$ cat config.mk
export PLATFORM = sky130hd
export DESIGN_NAME = fabricOutArbiter
export DESIGN_NICKNAME = d
export VERILOG_FILES = /design/src/verilog/tileMemPkg.sv /design/src/verilog/fabricOutArbiter.sv
export SDC_FILE = /design/constraint.sdc
export NUM_CORES = 1
export LEC_CHECK = 0
export ABC_CLOCK_PERIOD_IN_PS = 2400
export BUFFER_PORTS_ARGS = -buffer_cell sky130_fd_sc_hd__buf_2
export CORE_AREA = 2 2 90 92
export DETAILED_ROUTE_END_ITERATION = 10
export DIE_AREA = 0 0 92 94
export GPL_TIMING_DRIVEN = 1
export PLACE_DENSITY_LB_ADDON = 0.15
export SKIP_CTS_REPAIR_TIMING = 1
export SYNTH_ARGS = -nofsm -noshare
export SYNTH_HDL_FRONTEND = slang
export SYNTH_SLANG_ARGS = --single-unit
$ cat constraint.sdc
create_clock -name Clock -period 2.4 [get_ports Clock]
set_input_delay 0.48 -clock Clock [delete_from_list [all_inputs] [get_ports Clock]]
set_output_delay 0.48 -clock Clock [all_outputs]
set_load 0.005 [all_outputs]
$ cat src/verilog/tileMemPkg.sv
// Shared widths, address-region decode constants, fabric opcodes
// and the fabric transaction struct

package tileMemPkg;

    // ================================================
    // Basic types
    // ================================================
    typedef logic [31:0] word;      // Data and address word
    typedef logic [3:0]  byteEn;    // One bit per byte lane
    typedef logic [7:0]  tileId;    // Lives in address bits 31:24
    typedef logic [1:0]  fabOp;     // Fabric opcode

    // Opcodes
    localparam fabOp opRead    = 2'd0;
    localparam fabOp opWrite   = 2'd1;
    localparam fabOp opReadRsp = 2'd2;

    // ================================================
    // Address map
    // ================================================
    localparam int tileMsb   = 31;          // Tile field
    localparam int tileLsb   = 24;
    localparam int regionMsb = 23;          // Region field inside the tile
    localparam int regionLsb = 22;

    localparam logic [1:0] iMemRegion = 2'd0;
    localparam logic [1:0] dMemRegion = 2'd1;
    // Codes 2 and 3 decode to nothing

    localparam tileId localAlias = 8'd0;    // Tile 0 is always this tile

    // ================================================
    // Fabric transaction
    // ================================================
    typedef struct packed {
        word   address;
        word   data;
        fabOp  opcode;
        tileId requestorId;
    } tileTrans;

endpackage

$ cat src/verilog/fabricOutArbiter.sv
// Round-robin arbiter between response and request queues, with
// the outgoing fabric mux

`timescale 1ns/100ps

module fabricOutArbiter (
    input  logic                 Clock,
    input  logic                 reset,
    input  logic                 fabReady,
    input  logic                 rspEmpty,
    input  logic                 reqEmpty,
    input  tileMemPkg::tileTrans rspHead,
    input  tileMemPkg::tileTrans reqHead,
    output logic                 rspPop,
    output logic                 reqPop,
    output logic                 outFabricValid,
    output tileMemPkg::tileTrans outFabric
);
    import tileMemPkg::*;

    logic favorRsp;     // Points at the queue not granted last
    logic rspCand;
    logic reqCand;
    logic grantRsp;
    logic grantReq;

    // Nothing competes while the fabric is not ready
    assign rspCand = !rspEmpty && fabReady;
    assign reqCand = !reqEmpty && fabReady;

    assign grantRsp = rspCand && (favorRsp || !reqCand);
    assign grantReq = reqCand && !grantRsp;

    always_ff @(posedge Clock) begin
        if (reset) begin
            favorRsp <= 1'b1;               // Responses first out of reset
        end else if (grantRsp || grantReq) begin
            favorRsp <= grantReq;           // Flip towards the loser
        end
    end

    assign rspPop = grantRsp;               // Pop in the grant cycle
    assign reqPop = grantReq;

    assign outFabricValid = grantRsp || grantReq;
    assign outFabric      = grantRsp ? rspHead :
                            grantReq ? reqHead :
                                       '0;

endmodule

---- Word-level counts from Yosys, hierarchy flattened ----
Cells that the tools add are included.
W data, S select, Z words.
cells by class
  muxes and demuxes ....................... 2
  reductions and logical operators ........ 10
operators with widths
  operator             count
  $mux W74             2
  $logic_and A1 B1 Y1  4
  $logic_not A1 Y1     4
  $logic_or A1 B1 Y1   2
word-level totals
  bits in registers ....................... 1
  input bits .............................. 153
  output and inout port bits .............. 77
  logic and storage cells ................. 13

---- Longest topological paths before layout ----
  word-level depth ........................ 9
  gate-level depth with buffers ........... 5
  gate-level depth less buffers ........... 2

---- Worst setup path before layout ----
No wires, ideal clock.
  kind .................................... in2out
  start ................................... in reqEmpty
  end ..................................... out outFabric[35] in the netlist's numbering
  arrival time ............................ 1.203 ns
  required time ........................... 1.920 ns
  path slack .............................. 0.717 ns
  stages on the path ...................... 4
  path buffers ............................ 3
  path through ............................ buf_2 -> buf_2 -> buf_6 -> o32ai_2
RTL lines
  what             RTL line                RTL
  start, declared  fabricOutArbiter.sv:11  input logic reqEmpty,
  end, declared    fabricOutArbiter.sv:17  output tileMemPkg::tileTrans outFabric

==> flow_metrics.tcl <==
set metrics [dict create \
    die_area_mm2 0.008648 \
    wl_per_cell_um 13.27 \
    min_period_ps 2028 \
    clkPwrFrac_pct 0 \
    antenna_found_initial 0 \
    ant_nets 0 \
    fp-row-count 32 \
    top_regs "favorRsp: 1 flops" \
    synth_nets 427 \
    setup_viol 0 \
    synth_area_leader_cell "o32ai_2" \
    grt_pass1_vias 2612 \
    fin_crit_sh_pct 84.52 \
    synth_compound_area_share_pct 53.30 \
    synth_edf_count 0 \
    synth-xor-area-share_pct 0 \
    firstDrtPassIters 4 \
    met2_usage_pct 33.39 \
    ys_ff_latch 1 \
    relSlewSlack_pct 73.06 \
    synth_common_cells "nand2_1 (148), o32ai_2 (49), o32ai_1 (25), buf_2 (21), buf_6 (12)" \
    tightest_slew_ps 403.2 \
    start_util_pct 25.67 \
    dieWidth_um 92 \
    ys_seq_area_share_pct 1.025 \
    crit_type "in -> out" \
    place.gp.congestion 0.7204 \
    ys_types 17 \
    regMostFlops "favorRsp" \
    synth_simple_gate_area_share_pct 30.30 \
    rsz0062_at_grt "no" \
    largest_reg_flops 1 \
    use_met3_pct 2.488 \
    hold_violations 0 \
    worstHoldPathType "reg -> reg" \
    post-place-ws_ps 352.6 \
    die_h_um 94 \
    use_met1_pct 17.79 \
    grt_remaining_overflow 0 \
    track_usage_pct 16.10 \
    clock_skew_ps 0 \
    ioPinCount 230 \
    port_buffers 229 \
    num-nets-final 625 \
    power_frac_seq_pct 3.4 \
    p_per_area_mw_per_mm2 189.0 \
    num_vias 2776 \
    grt_pass1_wl_um 11960 \
    antennaDiodeCount 0 \
    cp.required_ps 1920 \
    ir_worst_vdd_uv 103.9 \
    maxCapViolations 0 \
    async_flop_share_pct 0 \
    cp_max_fo 34 \
    cell_internal_pwr_w 0.0003008 \
    area_growth_pct 59.26 \
    syn_avg_cell_area_um2 7.128 \
    synthCells 274 \
    cp_data_arrival_time_ps 1550 \
    clk_pin_slew_ps 0 \
    fp.coreArea_mm2 0.007607 \
    drive_gt1_share_pct 61.49 \
    yosys_warnings 0 \
    ys_top_cells_by_area "o32ai_2 (41%), nand2_1 (28%), o32ai_1 (11%)" \
    yosysMostFrequentCell "nand2_1" \
    vias_per_cell 4.853 \
    synthMuxAreaShare_pct 0 \
    wirelength_um 7590 \
    busiest_layer "met2" \
    synthAdderAreaFrac_pct 0 \
    report.final.slew_viol_count 0 \
    p_sw_w 0.0002870 \
    worstSetupEndpointType "output pin" \
    swShare_pct 48.83 \
    max_freq_ghz 0.4930 \
    outcome "finished clean" \
    grt_max_degree 62 \
    syn-cell-area_mm2 0.001953 \
    initialDrtViolationCount 94 \
    place_hpwl_um 5808 \
    tns_ps 0 \
    leakagePower_nw 1.589 \
    synth_top_area_share_pct 40.81 \
    clk_latency_ps 0 \
    setup.worst_path.start_class "primary input" \
    synth_top_family_by_area "compound AO/OA/AOI/OAI gates" \
    drc 0 \
    final.fill_count 818 \
    setup_ws_ps 371.6 \
    synth_flop_cell "dfxtp_1" \
    pwr-share-comb_pct 96.6 \
]
## per-layer routing
metal / vias to the layer above / routed length (um)
met3: 4 / 568
li1: 1401 / -
met4: 0 / 35
met1: 1260 / 2850
met5: - / 0
met2: 111 / 4136
## stage by stage
stage / utilization (%) / cells / area, um2 / hold WS, ps / total power (W)
floorplan: - / 274 / 1953 / 504.1 / 0.0003594
global placement: 40.89 / 572 / 3110 / 564.6 / 0.0005900
detailed placement: 40.89 / 572 / 3110 / 586.9 / 0.0005954
CTS: 40.89 / 572 / 3110 / 586.9 / 0.0005977
global route: 40.89 / 572 / 3110 / 606.2 / 0.0006483
finish: 40.89 / 572 / 3110 / 578.4 / 0.0005878
## logic make-up after synthesis
family,Yosys count
flip-flops,1
AND/OR/NAND/NOR,153
buffers and inverters,43
AO/OA/AOI/OAI,77
## power groups by stage
stage	Sequential (W)	Combinational, W	Clock [W]
3_3_place_gp	0.0000200	0.000570	0
5_1_grt	0.0000202	0.000628	0
2_1_floorplan	0.0000193	0.000340	0
4_1_cts	0.0000201	0.000578	0
3_5_place_dp	0.0000201	0.000575	0
6_report	0.0000201	0.000568	0
## final cells by class
cell class	count	area [um2]	share of cell area (%)
repair buffers	238	1319	42.40
multi-input cells	230	1640	52.74
inverters	1	3.754	0.1207
well taps	102	127.6	4.103
flip-flops and latches	1	20.02	0.6436
## cells in the final DEF (no fill, tap or decap)
| cell | Yosys | routed |
|---|---|---|
| a211o_1 | 1 | 1 |
| buf_2 | 21 | 227 |
| dfxtp_1 | 1 | 1 |
| nand2b_1 | 1 | 1 |
| nor2_1 | 1 | 1 |
| buf_4 | 6 | 3 |
| o21bai_4 | 0 | 1 |
| buf_12 | 0 | 8 |
| o32ai_1 | 25 | 25 |
| o32ai_2 | 49 | 49 |
| a21oi_1 | 1 | 1 |
| nor2b_4 | 1 | 1 |
| nor3_1 | 1 | 1 |
| inv_1 | 1 | 1 |
| nor3b_1 | 1 | 1 |
| nand2_1 | 148 | 148 |
## final timing paths
check / slack, ps / to / cells past startpoint / start
max: 370 / outFabric[69] / 5 / rspEmpty
min: 580 / favorRsp / 1 / favorRsp
max reg2reg: 1540 / favorRsp / 2 / favorRsp
min reg2reg: 580 / favorRsp / 1 / favorRsp
## critical path: stages
cell	delay [ps]
buf_2	140
nor2b_4	360
buf_12	280
o32ai_2	130
buf_2	150
(Power assumes the default switching activity.)
