**src/verilog/tileMemPkg.sv**
```systemverilog
// Shared widths, address-region decode constants, fabric opcodes
// and the fabric transaction struct

package tileMemPkg;

    // ================================================
    // Basic types
    // ================================================
    typedef logic [31:0] word;      // Data and address word
    typedef logic [3:0]  byteEn;    // One bit per byte lane
    typedef logic [7:0]  tileId;    // Lives in address bits 31:24
    typedef logic [1:0]  fabOp;     // Fabric opcode

    // Opcodes
    localparam fabOp opRead    = 2'd0;
    localparam fabOp opWrite   = 2'd1;
    localparam fabOp opReadRsp = 2'd2;

    // ================================================
    // Address map
    // ================================================
    localparam int tileMsb   = 31;          // Tile field
    localparam int tileLsb   = 24;
    localparam int regionMsb = 23;          // Region field inside the tile
    localparam int regionLsb = 22;

    localparam logic [1:0] iMemRegion = 2'd0;
    localparam logic [1:0] dMemRegion = 2'd1;
    // Codes 2 and 3 decode to nothing

    localparam tileId localAlias = 8'd0;    // Tile 0 is always this tile

    // ================================================
    // Fabric transaction
    // ================================================
    typedef struct packed {
        word   address;
        word   data;
        fabOp  opcode;
        tileId requestorId;
    } tileTrans;

endpackage

```
**src/verilog/transFifo.sv**
```systemverilog
// Synchronous FIFO of fabric transactions with empty, full and
// almost-full flags

`timescale 1ns/100ps

module transFifo #(
    parameter int depth = 4
) (
    input  logic                 Clock,
    input  logic                 reset,
    input  logic                 push,
    input  tileMemPkg::tileTrans pushData,
    input  logic                 pop,
    output tileMemPkg::tileTrans popData,
    output logic                 empty,
    output logic                 full,
    output logic                 almostFull
);
    import tileMemPkg::*;

    localparam int ptrWidth = (depth > 1) ? $clog2(depth) : 1;
    localparam int cntWidth = $clog2(depth + 1);

    tileTrans              entries [depth];   // Payload, no reset
    logic [ptrWidth-1:0]   wrPtr;
    logic [ptrWidth-1:0]   rdPtr;
    logic [cntWidth-1:0]   count;
    logic                  doPush;
    logic                  doPop;

    assign doPush = push && !full;      // Push while full is dropped
    assign doPop  = pop && !empty;

    // ================================================
    // Pointers and occupancy
    // ================================================
    always_ff @(posedge Clock) begin
        if (reset) begin
            wrPtr <= '0;
            rdPtr <= '0;
            count <= '0;
        end else begin
            if (doPush) begin
                wrPtr <= (wrPtr == ptrWidth'(depth - 1)) ? '0 : wrPtr + 1'b1;
            end
            if (doPop) begin
                rdPtr <= (rdPtr == ptrWidth'(depth - 1)) ? '0 : rdPtr + 1'b1;
            end
            count <= count + cntWidth'(doPush) - cntWidth'(doPop);
        end
    end

    always_ff @(posedge Clock) begin
        if (doPush) entries[wrPtr] <= pushData;
    end

    assign popData    = entries[rdPtr];     // Head seen without a pop
    assign empty      = (count == '0);
    assign full       = (count == cntWidth'(depth));
    assign almostFull = (count >= cntWidth'(depth - 1));   // At most one slot left

endmodule

```
**src/verilog/coreRemoteRequester.sv**
```systemverilog
// Local/remote split of core data accesses, remote ones queued
// as fabric requests

`timescale 1ns/100ps

module coreRemoteRequester #(
    parameter int fifoDepth = 4
) (
    input  logic                 Clock,
    input  logic                 reset,
    input  tileMemPkg::tileId    localTileId,
    input  tileMemPkg::word      dMemAddrQ103H,
    input  tileMemPkg::word      dMemWrDataQ103H,
    input  logic                 dMemWrEnQ103H,
    input  logic                 dMemRdEnQ103H,
    output logic                 localWrEnQ103H,
    input  logic                 reqPop,
    output tileMemPkg::tileTrans reqHead,
    output logic                 reqEmpty,
    output logic                 coreStall
);
    import tileMemPkg::*;

    tileId    addrTileQ103H;
    logic     isLocalQ103H;
    logic     remoteValidQ103H;
    tileTrans reqQ103H;

    assign addrTileQ103H  = dMemAddrQ103H[tileMsb:tileLsb];
    assign isLocalQ103H   = (addrTileQ103H == localTileId) || (addrTileQ103H == localAlias);
    assign localWrEnQ103H = dMemWrEnQ103H && isLocalQ103H;    // To port A of data RAM
    assign remoteValidQ103H = (dMemWrEnQ103H || dMemRdEnQ103H) && !isLocalQ103H;

    // Request as it goes on the fabric
    assign reqQ103H.address     = dMemAddrQ103H;
    assign reqQ103H.data        = dMemWrDataQ103H;
    assign reqQ103H.opcode      = dMemWrEnQ103H ? opWrite : opRead;
    assign reqQ103H.requestorId = localTileId;

    transFifo #(.depth(fifoDepth)) reqFifo (
        .Clock      (Clock),
        .reset      (reset),
        .push       (remoteValidQ103H),
        .pushData   (reqQ103H),
        .pop        (reqPop),           // Granted by the arbiter
        .popData    (reqHead),
        .empty      (reqEmpty),
        .full       (coreStall),        // Core holds off remote accesses
        .almostFull ()
    );

endmodule

```
**config.mk**
```make
export PLATFORM = sky130hd
export DESIGN_NAME = coreRemoteRequester
export DESIGN_NICKNAME = d
export VERILOG_FILES = /design/src/verilog/tileMemPkg.sv /design/src/verilog/transFifo.sv /design/src/verilog/coreRemoteRequester.sv
export SDC_FILE = /design/constraint.sdc
export NUM_CORES = 1
export LEC_CHECK = 0
export ABC_AREA = 1
export BUFFER_PORTS_ARGS = -buffer_cell sky130_fd_sc_hd__buf_4
export CELL_PAD_IN_SITES_DETAIL_PLACEMENT = 1
export CELL_PAD_IN_SITES_GLOBAL_PLACEMENT = 1
export CORE_ASPECT_RATIO = 1.5
export CORE_MARGIN = 2
export CORE_UTILIZATION = 50
export CTS_CLUSTER_DIAMETER = 30
export DETAILED_ROUTE_END_ITERATION = 7
export GPL_TIMING_DRIVEN = 1
export PLACE_DENSITY = 0.89
export REMOVE_ABC_BUFFERS = 1
export SKIP_CTS_REPAIR_TIMING = 1
export SLEW_MARGIN = 20
export SYNTH_ARGS = -nofsm -noshare
export SYNTH_HDL_FRONTEND = slang
export SYNTH_SLANG_ARGS = --single-unit
```
**constraint.sdc**
```tcl
create_clock -name Clock -period 7.6 [get_ports Clock]
set_input_delay 0.76 -clock Clock [delete_from_list [all_inputs] [get_ports Clock]]
set_output_delay 0.76 -clock Clock [all_outputs]
set_load 0.005 [all_outputs]
```
### Word level (Yosys, flattened, before mapping)

Memories as Yosys holds them, arrays and structs flattened. A register that Yosys moved wholly into a read port is not among the register bits.
Cells that the tools add are included.

* flip-flop bits (word level): 7
* RAM bits: 292
* input bits: 77
* output and inout port bits: 77
* word-level logic and storage cells: 30
* memories kept: 1

* add/subtract/negate cells: 4
* eq/ne operators: 4
* mux-type cells: 7
* reduce and logical (&&, ||, !) cells: 11

Memory list
* reqFifo.entries: depth 4, width 73, rd ports 1, clocked after Yosys merged registers in 1, write ports 1, RTL line transFifo.sv:24 `tileTrans entries [depth];`

Operator list (number)
* == test 8 bit: 1
* logical NOT 8 bit: 1
* 2-to-1 mux 2 bit: 4
* adder 2 x 1 -> 2 bit (second input constant): 2
* == test 2 bit (second input constant): 2
* logical AND 1 bit: 4
* adder 3 x 1 -> 3 bit: 1
* == test 3 bit (second input constant): 1
* logical NOT 1 bit: 3
* logical NOT 3 bit: 1
* 2-to-1 mux 1 bit: 3
* subtractor 3 x 1 -> 3 bit: 1
* logical OR 1 bit: 2

### Longest topological paths before layout

Gate-level depths: netlist of the first run.

* depth in word-level cells: 7
* gate-level depth with buffers: 13
* depth with buffers taken out: 13

### Hierarchy

Synthesis of the first run repeated with hierarchy kept, for this count alone.

* cell total of the unflattened synthesis: 819
* area, all modules: 11633.7 µm²

By module, submodules not included
* transFifo: instances 1, cells an instance 781, area each 11456.0 µm², sequential area each 9068.7 µm²
* coreRemoteRequester: instances 1, cells an instance 38, area each 177.7 µm², sequential area each 0.0 µm²

### Worst setup path before layout of the first run

No wires, ideal clock.

* path kind: input-to-reg
* start point: input dMemAddrQ103H[29]
* end point: memory reqFifo.entries[0][0] in the netlist's numbering, enable pin
* setup time: 0.505 ns
* data arrival time: 4.261 ns
* data required time: 7.095 ns
* slack: 2.834 ns
* stages on the path: 8
* path buffers: 0
* path through: inv_1 -> nand2_1 -> nand2_1 -> nand2_1 -> nor2_1 -> nand2_1 -> nand3_2 -> nor2_1

* word-level cells in the longest chain between the ends: 7
* elaborated cells on any way between the ends: 8
* those cells by class: eq/ne (1); mux (2); reduce/logical (5)

RTL lines
* start, declared: RTL line coreRemoteRequester.sv:12 `input tileMemPkg::word dMemAddrQ103H,`
* == test 8 bit / logical NOT 8 bit (equally long branches): RTL line coreRemoteRequester.sv:30 `assign isLocalQ103H = (addrTileQ103H == localTileId) || (addrTileQ103H == localAlias);`
* logical OR 1 bit *: RTL line coreRemoteRequester.sv:30
* logical NOT 1 bit *: RTL line coreRemoteRequester.sv:32 `assign remoteValidQ103H = (dMemWrEnQ103H || dMemRdEnQ103H) && !isLocalQ103H;`
* logical AND 1 bit *: RTL line coreRemoteRequester.sv:32
* logical AND 1 bit *: RTL line transFifo.sv:31 `assign doPush = push && !full;`
* 2-to-1 mux 1 bit *: RTL line transFifo.sv:54 `if (doPush) entries[wrPtr] <= pushData;`
* 2-to-1 mux 1 bit (implied by the code) *: RTL line transFifo.sv:54
* end, declared: RTL line transFifo.sv:24

Mark *: on every way between the ends. The rest lies on a longest branch, timed or not.

==> flow_summary.ini, run 1 <==
[synth]
synth_seq_cells = 301
syn_area_um2 = 11500
synth_cells = 811
yosys_warnings = 0
synth_area_per_cell_um2 = 14.18
seq_area_frac_synth = 0.7779
ys_types = 26

[routing]
drtAntennaViolNets = 0
drt_first_pass_iters = 5
drtIter0Drc = 525
num_vias = 7420
routed_wl_um = 30400
wire_per_inst_um = 23.86
drc = 0
viasPerCell = 5.824

[clock_tree]
path_clk_slew_ns = 0.06
clock_latency_ns = 0.52
cts.sinks = 301
numCtsBuffers = 39
cts_tree = done
cts_max_level = 2
cts_buffer_depth = 3
ctsRootBufferMaster = clkbuf_16

[timing]
fin_tns_setup_ns = 0
finalHoldViolations = 0
rsz0062_at_grt = false
fin_skew_ns = 0.01595
maxSlewHeadroom = 0.3219
fin_crit_ns = 4.034
setup_ws_ns = 3.567
worst_hold_slack_ns = 0.4326
setup_viol_count_final = 0
tightest_slew_ns = 1.017
final_max_slew_viol_count = 0
post-route-period-util = 0.5307
fmax_mhz = 247.9

[placement]
io_buffer_count = 152
dp_cells = 1203
dp_worst_setup_slack_ns = 4.105
hpwl_um = 16960
place.gp.congestion = 0.7073

[critical_path]
critical_path_class = flop to primary output
worstPathArrival_ns = 3.27
timing.rr.start = reqFifo.count[1]$_SDFF_PP0_
crit_end = reqHead[73]
r2r_cells = 5
start_kind = flop
cp.required_ns = 6.84
r2r_end = reqFifo.entries[0][21]$_DFFE_PP_
crit_fanout = 92
r2r_setup_slack_ns = 4.95
cp-end-kind = primary output

[grt]
grt.total_usage = 0.2486
antenna_found_initial = 1
grt_pass1_wl_um = 45600
grt_pass1_vias = 8152
grt_start_max_net_pins = 93
gr-total-overflow = 0

[worst_hold_path]
hp-class = input pin to flop

[power]
p_per_area_nw_per_um2 = 404.6
pwr-share-comb = 0.245
p_sw_frac = 0.2975
leakage_uw = 0.005166
p_int_uw = 4049
p_sw_uw = 1714
seqPwrFrac = 0.403
ir_drop_uv = 350.6
clockPowerShare = 0.352

[flow_run]
drv_cap = 0

[floorplanning]
dieArea_um2 = 24260
die_w_um = 127.8
coreArea_um2 = 22800
initial_utilization = 0.5045
num_rows = 68
die_h_um = 189.8
io_pins = 154

[final_layout]
final_cells = 1274
drive_above_1_share = 0.2356
syn2layout_area_growth_pct = 23.82
final_nets = 1050

[run_status]
status = finished clean
cells by family after synthesis:
kind of cell    share of synthesized area
compound gates                     0.1065
xor+xnor                         0.003046
fa+ha+maj                        0.009354
buf+inv                           0.03796
flops                              0.7779
other cells                     0.0003260
simple gates                      0.06493
final cells by class:
type                       instances  area, um2
clock buffer                      43       1012
timing repair buffer             161       1236
multi-input combinational        434       2148
clock inverter                    26      432.9
sequential                       301       8954
inverter                          28      107.6
tap                              280      350.3
antenna                            1      2.502
fill                            2162       8558
cell usage after synthesis, drive strengths merged:
library cell | n | share of area
o21ai | 149 | 0.065
xnor2 | 3 | 0.0023
dfxtp | 9 | 0.016
inv | 27 | 0.0090
fa | 1 | 0.0017
xor2 | 1 | 0.00076
o211a | 1 | 0.00087
clkinv | 1 | 0.00033
edfxtp | 292 | 0.76
o22ai | 73 | 0.040
conb | 1 | 0.00033
a21oi | 1 | 0.00043
nand3 | 3 | 0.0017
clkbuf | 20 | 0.0070
a21boi | 1 | 0.00065
buf | 28 | 0.022
ha | 7 | 0.0076
nor2 | 165 | 0.054
nor3 | 2 | 0.00087
nand2 | 26 | 0.0085
placed cells by master, fill, tap and decap left out, types with 7 or more instances in the layout:
cell / count
bufinv_16: 10
o21ai_0: 82
ha_1: 7
nand2_1: 26
o22ai_1: 73
inv_1: 26
dfxtp_1: 7
buf_4: 158
nor2_1: 161
clkbuf_16: 40
o21ai_1: 67
edfxtp_1: 292
registers in the layout, indices dropped and copies added, names as in the netlist, named ones only:
register	flops
reqFifo.entries	292
reqFifo.count	3
reqFifo.rdPtr	2
reqFifo.wrPtr	2
worst max-delay path, cell delays in order, from the launching register on:
cell and delay, ns:
dfxtp_4 0.56, inv_4 0.55, buf_4 0.89, o21ai_0 0.25
o22ai_1 0.28, buf_4 0.17
per-stage QoR:
step,util,cell area [um2],power [uW]
2_1_floorplan,-,11170,2984
6_report,0.6247,14240,5763
5_1_grt,0.6247,14240,5990
3_3_place_gp,0.5596,12760,3669
3_5_place_dp,0.5596,12760,3747
4_1_cts,0.6230,14210,5796
worst min path at each step:
| stage | from | end | cells after the start |
|---|---|---|---|
| after CTS | reset | reqFifo.count[1]$_SDFF_PP0_ | 2 |
| after floorplan | reqFifo.rdPtr[1]$_SDFFE_PP0N_ | flop | 2 |
| after global routing | reset | reqFifo.count[1]$_SDFF_PP0_ | 2 |
| after detailed placement | reqFifo.rdPtr[1]$_SDFFE_PP0N_ | flop | 2 |
| after global placement | reqFifo.rdPtr[1]$_SDFFE_PP0N_ | flop | 2 |
| final | reset | reqFifo.count[1]$_SDFF_PP0_ | 2 |
layer usage:
| layer | track usage | up-vias | wire [um] |
|---|---|---|---|
| met2 | 0.4517 | 268 | 16430 |
| met4 | 0.1128 | 0 | 1066 |
| met3 | 0.03768 | 68 | 1450 |
| met5 | 0 | - | 0 |
| met1 | 0.2882 | 3769 | 11460 |
| li1 | - | 3315 | - |
power groups by stage:
stage	logic (uW)	registers, uW	clock network, uW
6_report	1410	2320	2030
2_1_floorplan	622	2360	0
5_1_grt	1540	2350	2100
3_5_place_dp	1400	2350	0
4_1_cts	1430	2330	2050
3_3_place_gp	1350	2320	0
Note: power is estimated with default switching activity, not from simulation.
==> run 2, diff against run 1 <==
Settings changed: CORE_UTILIZATION 50 to 47, PLACE_DENSITY 0.89 to 0.85.
Clock period 7.6 ns to 3.8 ns, I/O delays scaled along.
==> flow_summary.ini, run 2 (synthesis gave the netlist of run 1 again) <==
[placement]
place.gp.congestion = 0.7588
hpwl_um = 16800
io_buffer_count = 152
dp_worst_setup_slack_ns = 1.382
dpl_cell_area_um2 = 12900

[floorplanning]
num_rows = 70
die_h_um = 195.6
io_pins = 154
initial_utilization = 0.4742
die_w_um = 131.7
coreArea_um2 = 24260
dieArea_um2 = 25770

[clock_tree]
numCtsBuffers = 37
cts_tree = done
clock_latency_ns = 0.51
ctsRootBufferMaster = clkbuf_16
cts.sinks = 301
path_clk_slew_ns = 0.06
cts_max_level = 2
cts_buffer_depth = 3

[routing]
wire_per_inst_um = 23.04
routed-wl-met2_um = 16670
wl_met1_um = 11260
routed_wl_um = 30390
drc = 0
num_vias = 7411
viasPerCell = 5.619
drtAntennaViolNets = 0
route.top_layer_used = met4
dr_wl_met3_um = 1326
drt_first_pass_iters = 5
drtIter0Drc = 686

[power]
p_int_uw = 7797
clockPowerShare = 0.329
p_sw_frac = 0.3050
p_per_area_nw_per_um2 = 789.1
total_power_uw = 11220
ir_drop_uv = 360.5
pwr-share-comb = 0.261
p_sw_uw = 3422
leakage_uw = 0.005131
seqPwrFrac = 0.410

[critical_path]
critical_path_class = flop to primary output
cp-end-kind = primary output
start_kind = flop
crit_slowest_cell = inv_4
slowest_delay_ns = 0.59
r2r_cells = 9
r2r_setup_slack_ns = 1.57
crit_fanout = 66
timing.rr.start = reqFifo.count[1]$_SDFF_PP0_
crit_chain = inv_4, buf_4, nor2_1, o22ai_1, buf_4
cp_common_cell = buf_4
r2r_end = reqFifo.count[2]$_SDFF_PP0_
worstPathArrival_ns = 2.57
cp.required_ns = 3.42

[timing]
setup_ws_ns = 0.8482
fin_tns_setup_ns = 0
setup_viol_count_final = 0
fmax_mhz = 338.8
fin_skew_ns = 0.01610
rsz0062_at_grt = false
worst_hold_slack_ns = 0.03239
tightest_slew_ns = 0.8227
finalHoldViolations = 0
fin_crit_ns = 2.952
final_max_slew_viol_count = 0
post-route-period-util = 0.7768
maxSlewHeadroom = 0.4516

[worst_hold_path]
hold_depth = 2
hp-class = input pin to flop
hold_end = reqFifo.count[1]$_SDFF_PP0_
min_from = reset

[final_layout]
final_nets = 1050
syn2layout_area_growth_pct = 23.59
regMostFlops = reqFifo.entries
stdcell_area_um2 = 14220
layout_common_cells = 292 x edfxtp_1, 161 x nor2_1, 158 x buf_4
drive_above_1_share = 0.2354
n_fill_cell = 2355
reg_top3 = reqFifo.entries: 292 flops, reqFifo.count: 3 flops
largest_reg_flops = 292
final_common_cell = edfxtp_1

[flow_run]
drv_cap = 0

[grt]
antenna_found_initial = 1
grt_pass1_wl_um = 46190
grt.total_usage = 0.2332
grt_start_max_net_pins = 74
gr-total-overflow = 0
grt_pass1_vias = 8402

[run_status]
status = finished clean
==> run 2: cell types whose count changed in the layout (fill, tap and decap cells not counted), sizes merged <==
cell      change
clkinvlp      -1
clkbuf        +2
inv           -1
clkinv        +4
bufinv        -5
buf           +2
==> run 2: layout make-up <==
type / count / area (um2) / area share
clock buffers: 45 / 1028 / 0.07234
repair buffers: 163 / 1286 / 0.09047
flip-flops and latches: 301 / 8954 / 0.6298
clock inverters: 23 / 285.3 / 0.02007
multi-input cells: 434 / 2148 / 0.1511
diodes: 1 / 2.502 / 0.0001760
inverters: 28 / 107.6 / 0.007568
well taps: 324 / 405.4 / 0.02851
==> run 2: per-layer routing <==
layer,up-vias,GRT usage
li1,3316,-
met1,3743,0.2593
met2,280,0.4328
met3,72,0.03271
met4,0,0.1192
met5,-,0
==> run 2: power by group through the flow <==
stage / Combinational [uW] / Clock [uW] / Sequential, uW
3_5_place_dp: 2900 / 0 / 4640
2_1_floorplan: 1240 / 0 / 4720
3_3_place_gp: 2820 / 0 / 4590
6_report: 2930 / 3690 / 4600
5_1_grt: 3180 / 3830 / 4640
4_1_cts: 2970 / 3720 / 4600
==> run 2: worst max path at each step <==
stage | end | cells past startpoint | slack [ns]
finish | reqHead[10] | 5 | 0.85
CTS | reqHead[10] | 5 | 0.84
floorplan | reqFifo.entries[0][0]$_DFFE_PP_ | 8 | -0.59
global route | reqHead[10] | 5 | 0.73
global placement | reqHead[10] | 5 | 1.48
detailed placement | reqHead[10] | 5 | 1.38
==> run 2: worst max-delay path, delay by kind of cell (launching register included) <==
kind	cells	cell delay [ns]
AOI/OAI and AO/OA	1	0.32
buffers and inverters	3	1.19
DFF	1	0.44
and+or+nand+nor	1	0.10
==> run 2: through the flow <==
step           utilization  instances
2_1_floorplan            -        763
3_3_place_gp        0.5318       1250
3_5_place_dp        0.5318       1250
4_1_cts             0.5859       1318
5_1_grt             0.5860       1319
6_report            0.5860       1319
==> run 3, diff against run 2 <==
Settings changed: CORE_UTILIZATION 47 to 43, PLACE_DENSITY 0.85 to 0.82.
Clock period 3.8 ns to 2.5 ns, I/O delays scaled along.
==> flow_summary.ini, run 3 (synthesis gave the netlist of run 1 again) <==
[run_status]
status = finished clean

[timing]
worst_hold_slack_ns = 0.1228
setup_viol_count_final = 0
fin_skew_ns = 0.02034
fin_crit_ns = 2.336
final_max_slew_viol_count = 0
fin_tns_setup_ns = 0
finalHoldViolations = 0
setup_ws_ns = 0.1642
rsz0062_at_grt = false
post-route-period-util = 0.9343
fmax_mhz = 428.1

[worst_hold_path]
min_from = reqPop
hold_depth = 4
hp-class = input pin to flop

[placement]
dp_worst_setup_slack_ns = 0.3258
io_buffer_count = 152
place.gp.congestion = 0.7489
hpwl_um = 17260

[power]
p_per_area_nw_per_um2 = 1145
p_sw_uw = 5259
p_sw_frac = 0.3033
total_power_uw = 17340
ir_drop_uv = 962.0
seqPwrFrac = 0.403
clockPowerShare = 0.330
p_int_uw = 12080
leakage_uw = 0.005510
pwr-share-comb = 0.268

[grt]
antenna_found_initial = 3
grt_pass1_vias = 7907
gr-total-overflow = 0
grt.total_usage = 0.2048
grt_start_max_net_pins = 74
grt_pass1_wl_um = 42950

[routing]
drc = 0
num_vias = 7668
drt_first_pass_iters = 5
routed_wl_um = 31130
viasPerCell = 5.385
drtIter0Drc = 435
wire_per_inst_um = 21.86
drtAntennaViolNets = 0

[clock_tree]
numCtsBuffers = 42
clock_latency_ns = 0.53
path_clk_slew_ns = 0.05
cts_max_level = 2
cts.sinks = 301
cts_buffer_depth = 3
ctsRootBufferMaster = clkbuf_16
cts_tree = done

[critical_path]
cp.required_ns = 2.25
timing.rr.start = reqFifo.count[1]$_SDFF_PP0_
critical_path_class = flop to primary output
start_kind = flop
r2r_cells = 9
r2r_end = reqFifo.count[2]$_SDFF_PP0_
crit_fanout = 28
cp-end-kind = primary output
r2r_setup_slack_ns = 0.36
worstPathArrival_ns = 2.09

[final_layout]
layout_common_cells = 292 x edfxtp_1, 163 x buf_4, 161 x nor2_1
drive_above_1_share = 0.2269
regMostFlops = reqFifo.entries
final_common_cell = edfxtp_1
final_nets = 1138
reg_top3 = reqFifo.entries: 292 flops, reqFifo.count: 3 flops
largest_reg_flops = 292
syn2layout_area_growth_pct = 31.61

[floorplanning]
initial_utilization = 0.4358
coreArea_um2 = 26400
die_h_um = 204.3
die_w_um = 137.5
io_pins = 154
dieArea_um2 = 28100
num_rows = 73

[flow_run]
drv_cap = 0
==> run 3: cell types whose count changed in the layout (fill, tap and decap cells not counted), moves of 4 or more <==
cell,delta
dlygate4sd3_1,+74
clkinv_2,+5
clkinvlp_4,+4
inv_6,-4
buf_4,+5
clkbuf_16,+4
==> run 3: cell type report <==
| type | count | area, um2 |
|---|---|---|
| diodes | 3 | 7.507 |
| well taps | 337 | 421.7 |
| repair buffers | 246 | 2136 |
| clock buffers | 47 | 1091 |
| fillers | 2539 | 11260 |
| clock inverters | 28 | 271.5 |
| flip-flops and latches | 301 | 8954 |
| inverters | 28 | 110.1 |
| multi-input cells | 434 | 2148 |
==> run 3: per-layer routing <==
metal | share of wire | track usage
met2 | 0.55 | 0.3740
met1 | 0.37 | 0.2264
met3 | 0.046 | 0.03943
met5 | 0 | 0
met4 | 0.035 | 0.09315
==> run 3: how the worst max path moves through the flow <==
stage,startpoint,to,slack (ns),cells after the start
after floorplan,reqFifo.count[1]$_SDFF_PP0_,reqFifo.entries[0][0]$_DFFE_PP_,-1.84,4
after global placement,dMemAddrQ103H[29],reqFifo.count[2]$_SDFF_PP0_,0.40,14
after detailed placement,dMemAddrQ103H[29],reqFifo.count[1]$_SDFF_PP0_,0.33,11
after CTS,flop,reqHead[43],0.009,4
after global routing,flop,reqHead[14],0.05,4
final,flop,reqHead[8],0.16,4
==> run 3: power by group through the flow <==
stage	logic (uW)	registers [uW]	clock network, uW
2_1_floorplan	1890	7180	0
3_3_place_gp	4360	6980	0
3_5_place_dp	4500	7050	0
4_1_cts	4540	6960	5780
5_1_grt	5040	7050	5990
6_report	4640	6980	5720
==> run 3: per-stage QoR <==
stage            util  cells  cell area, um2
2_1_floorplan       -    763           11170
6_report       0.5735   1424           15140
4_1_cts        0.5450   1347           14390
5_1_grt        0.5735   1424           15140
3_5_place_dp   0.4933   1272           13020
3_3_place_gp   0.4933   1272           13020
==> run 3: critical path, cell delays in order (launching register included) <==
cell	delay [ns]
dfxtp_4	0.56
buf_4	0.37
o21ai_0	0.15
o22ai_1	0.30
buf_4	0.17
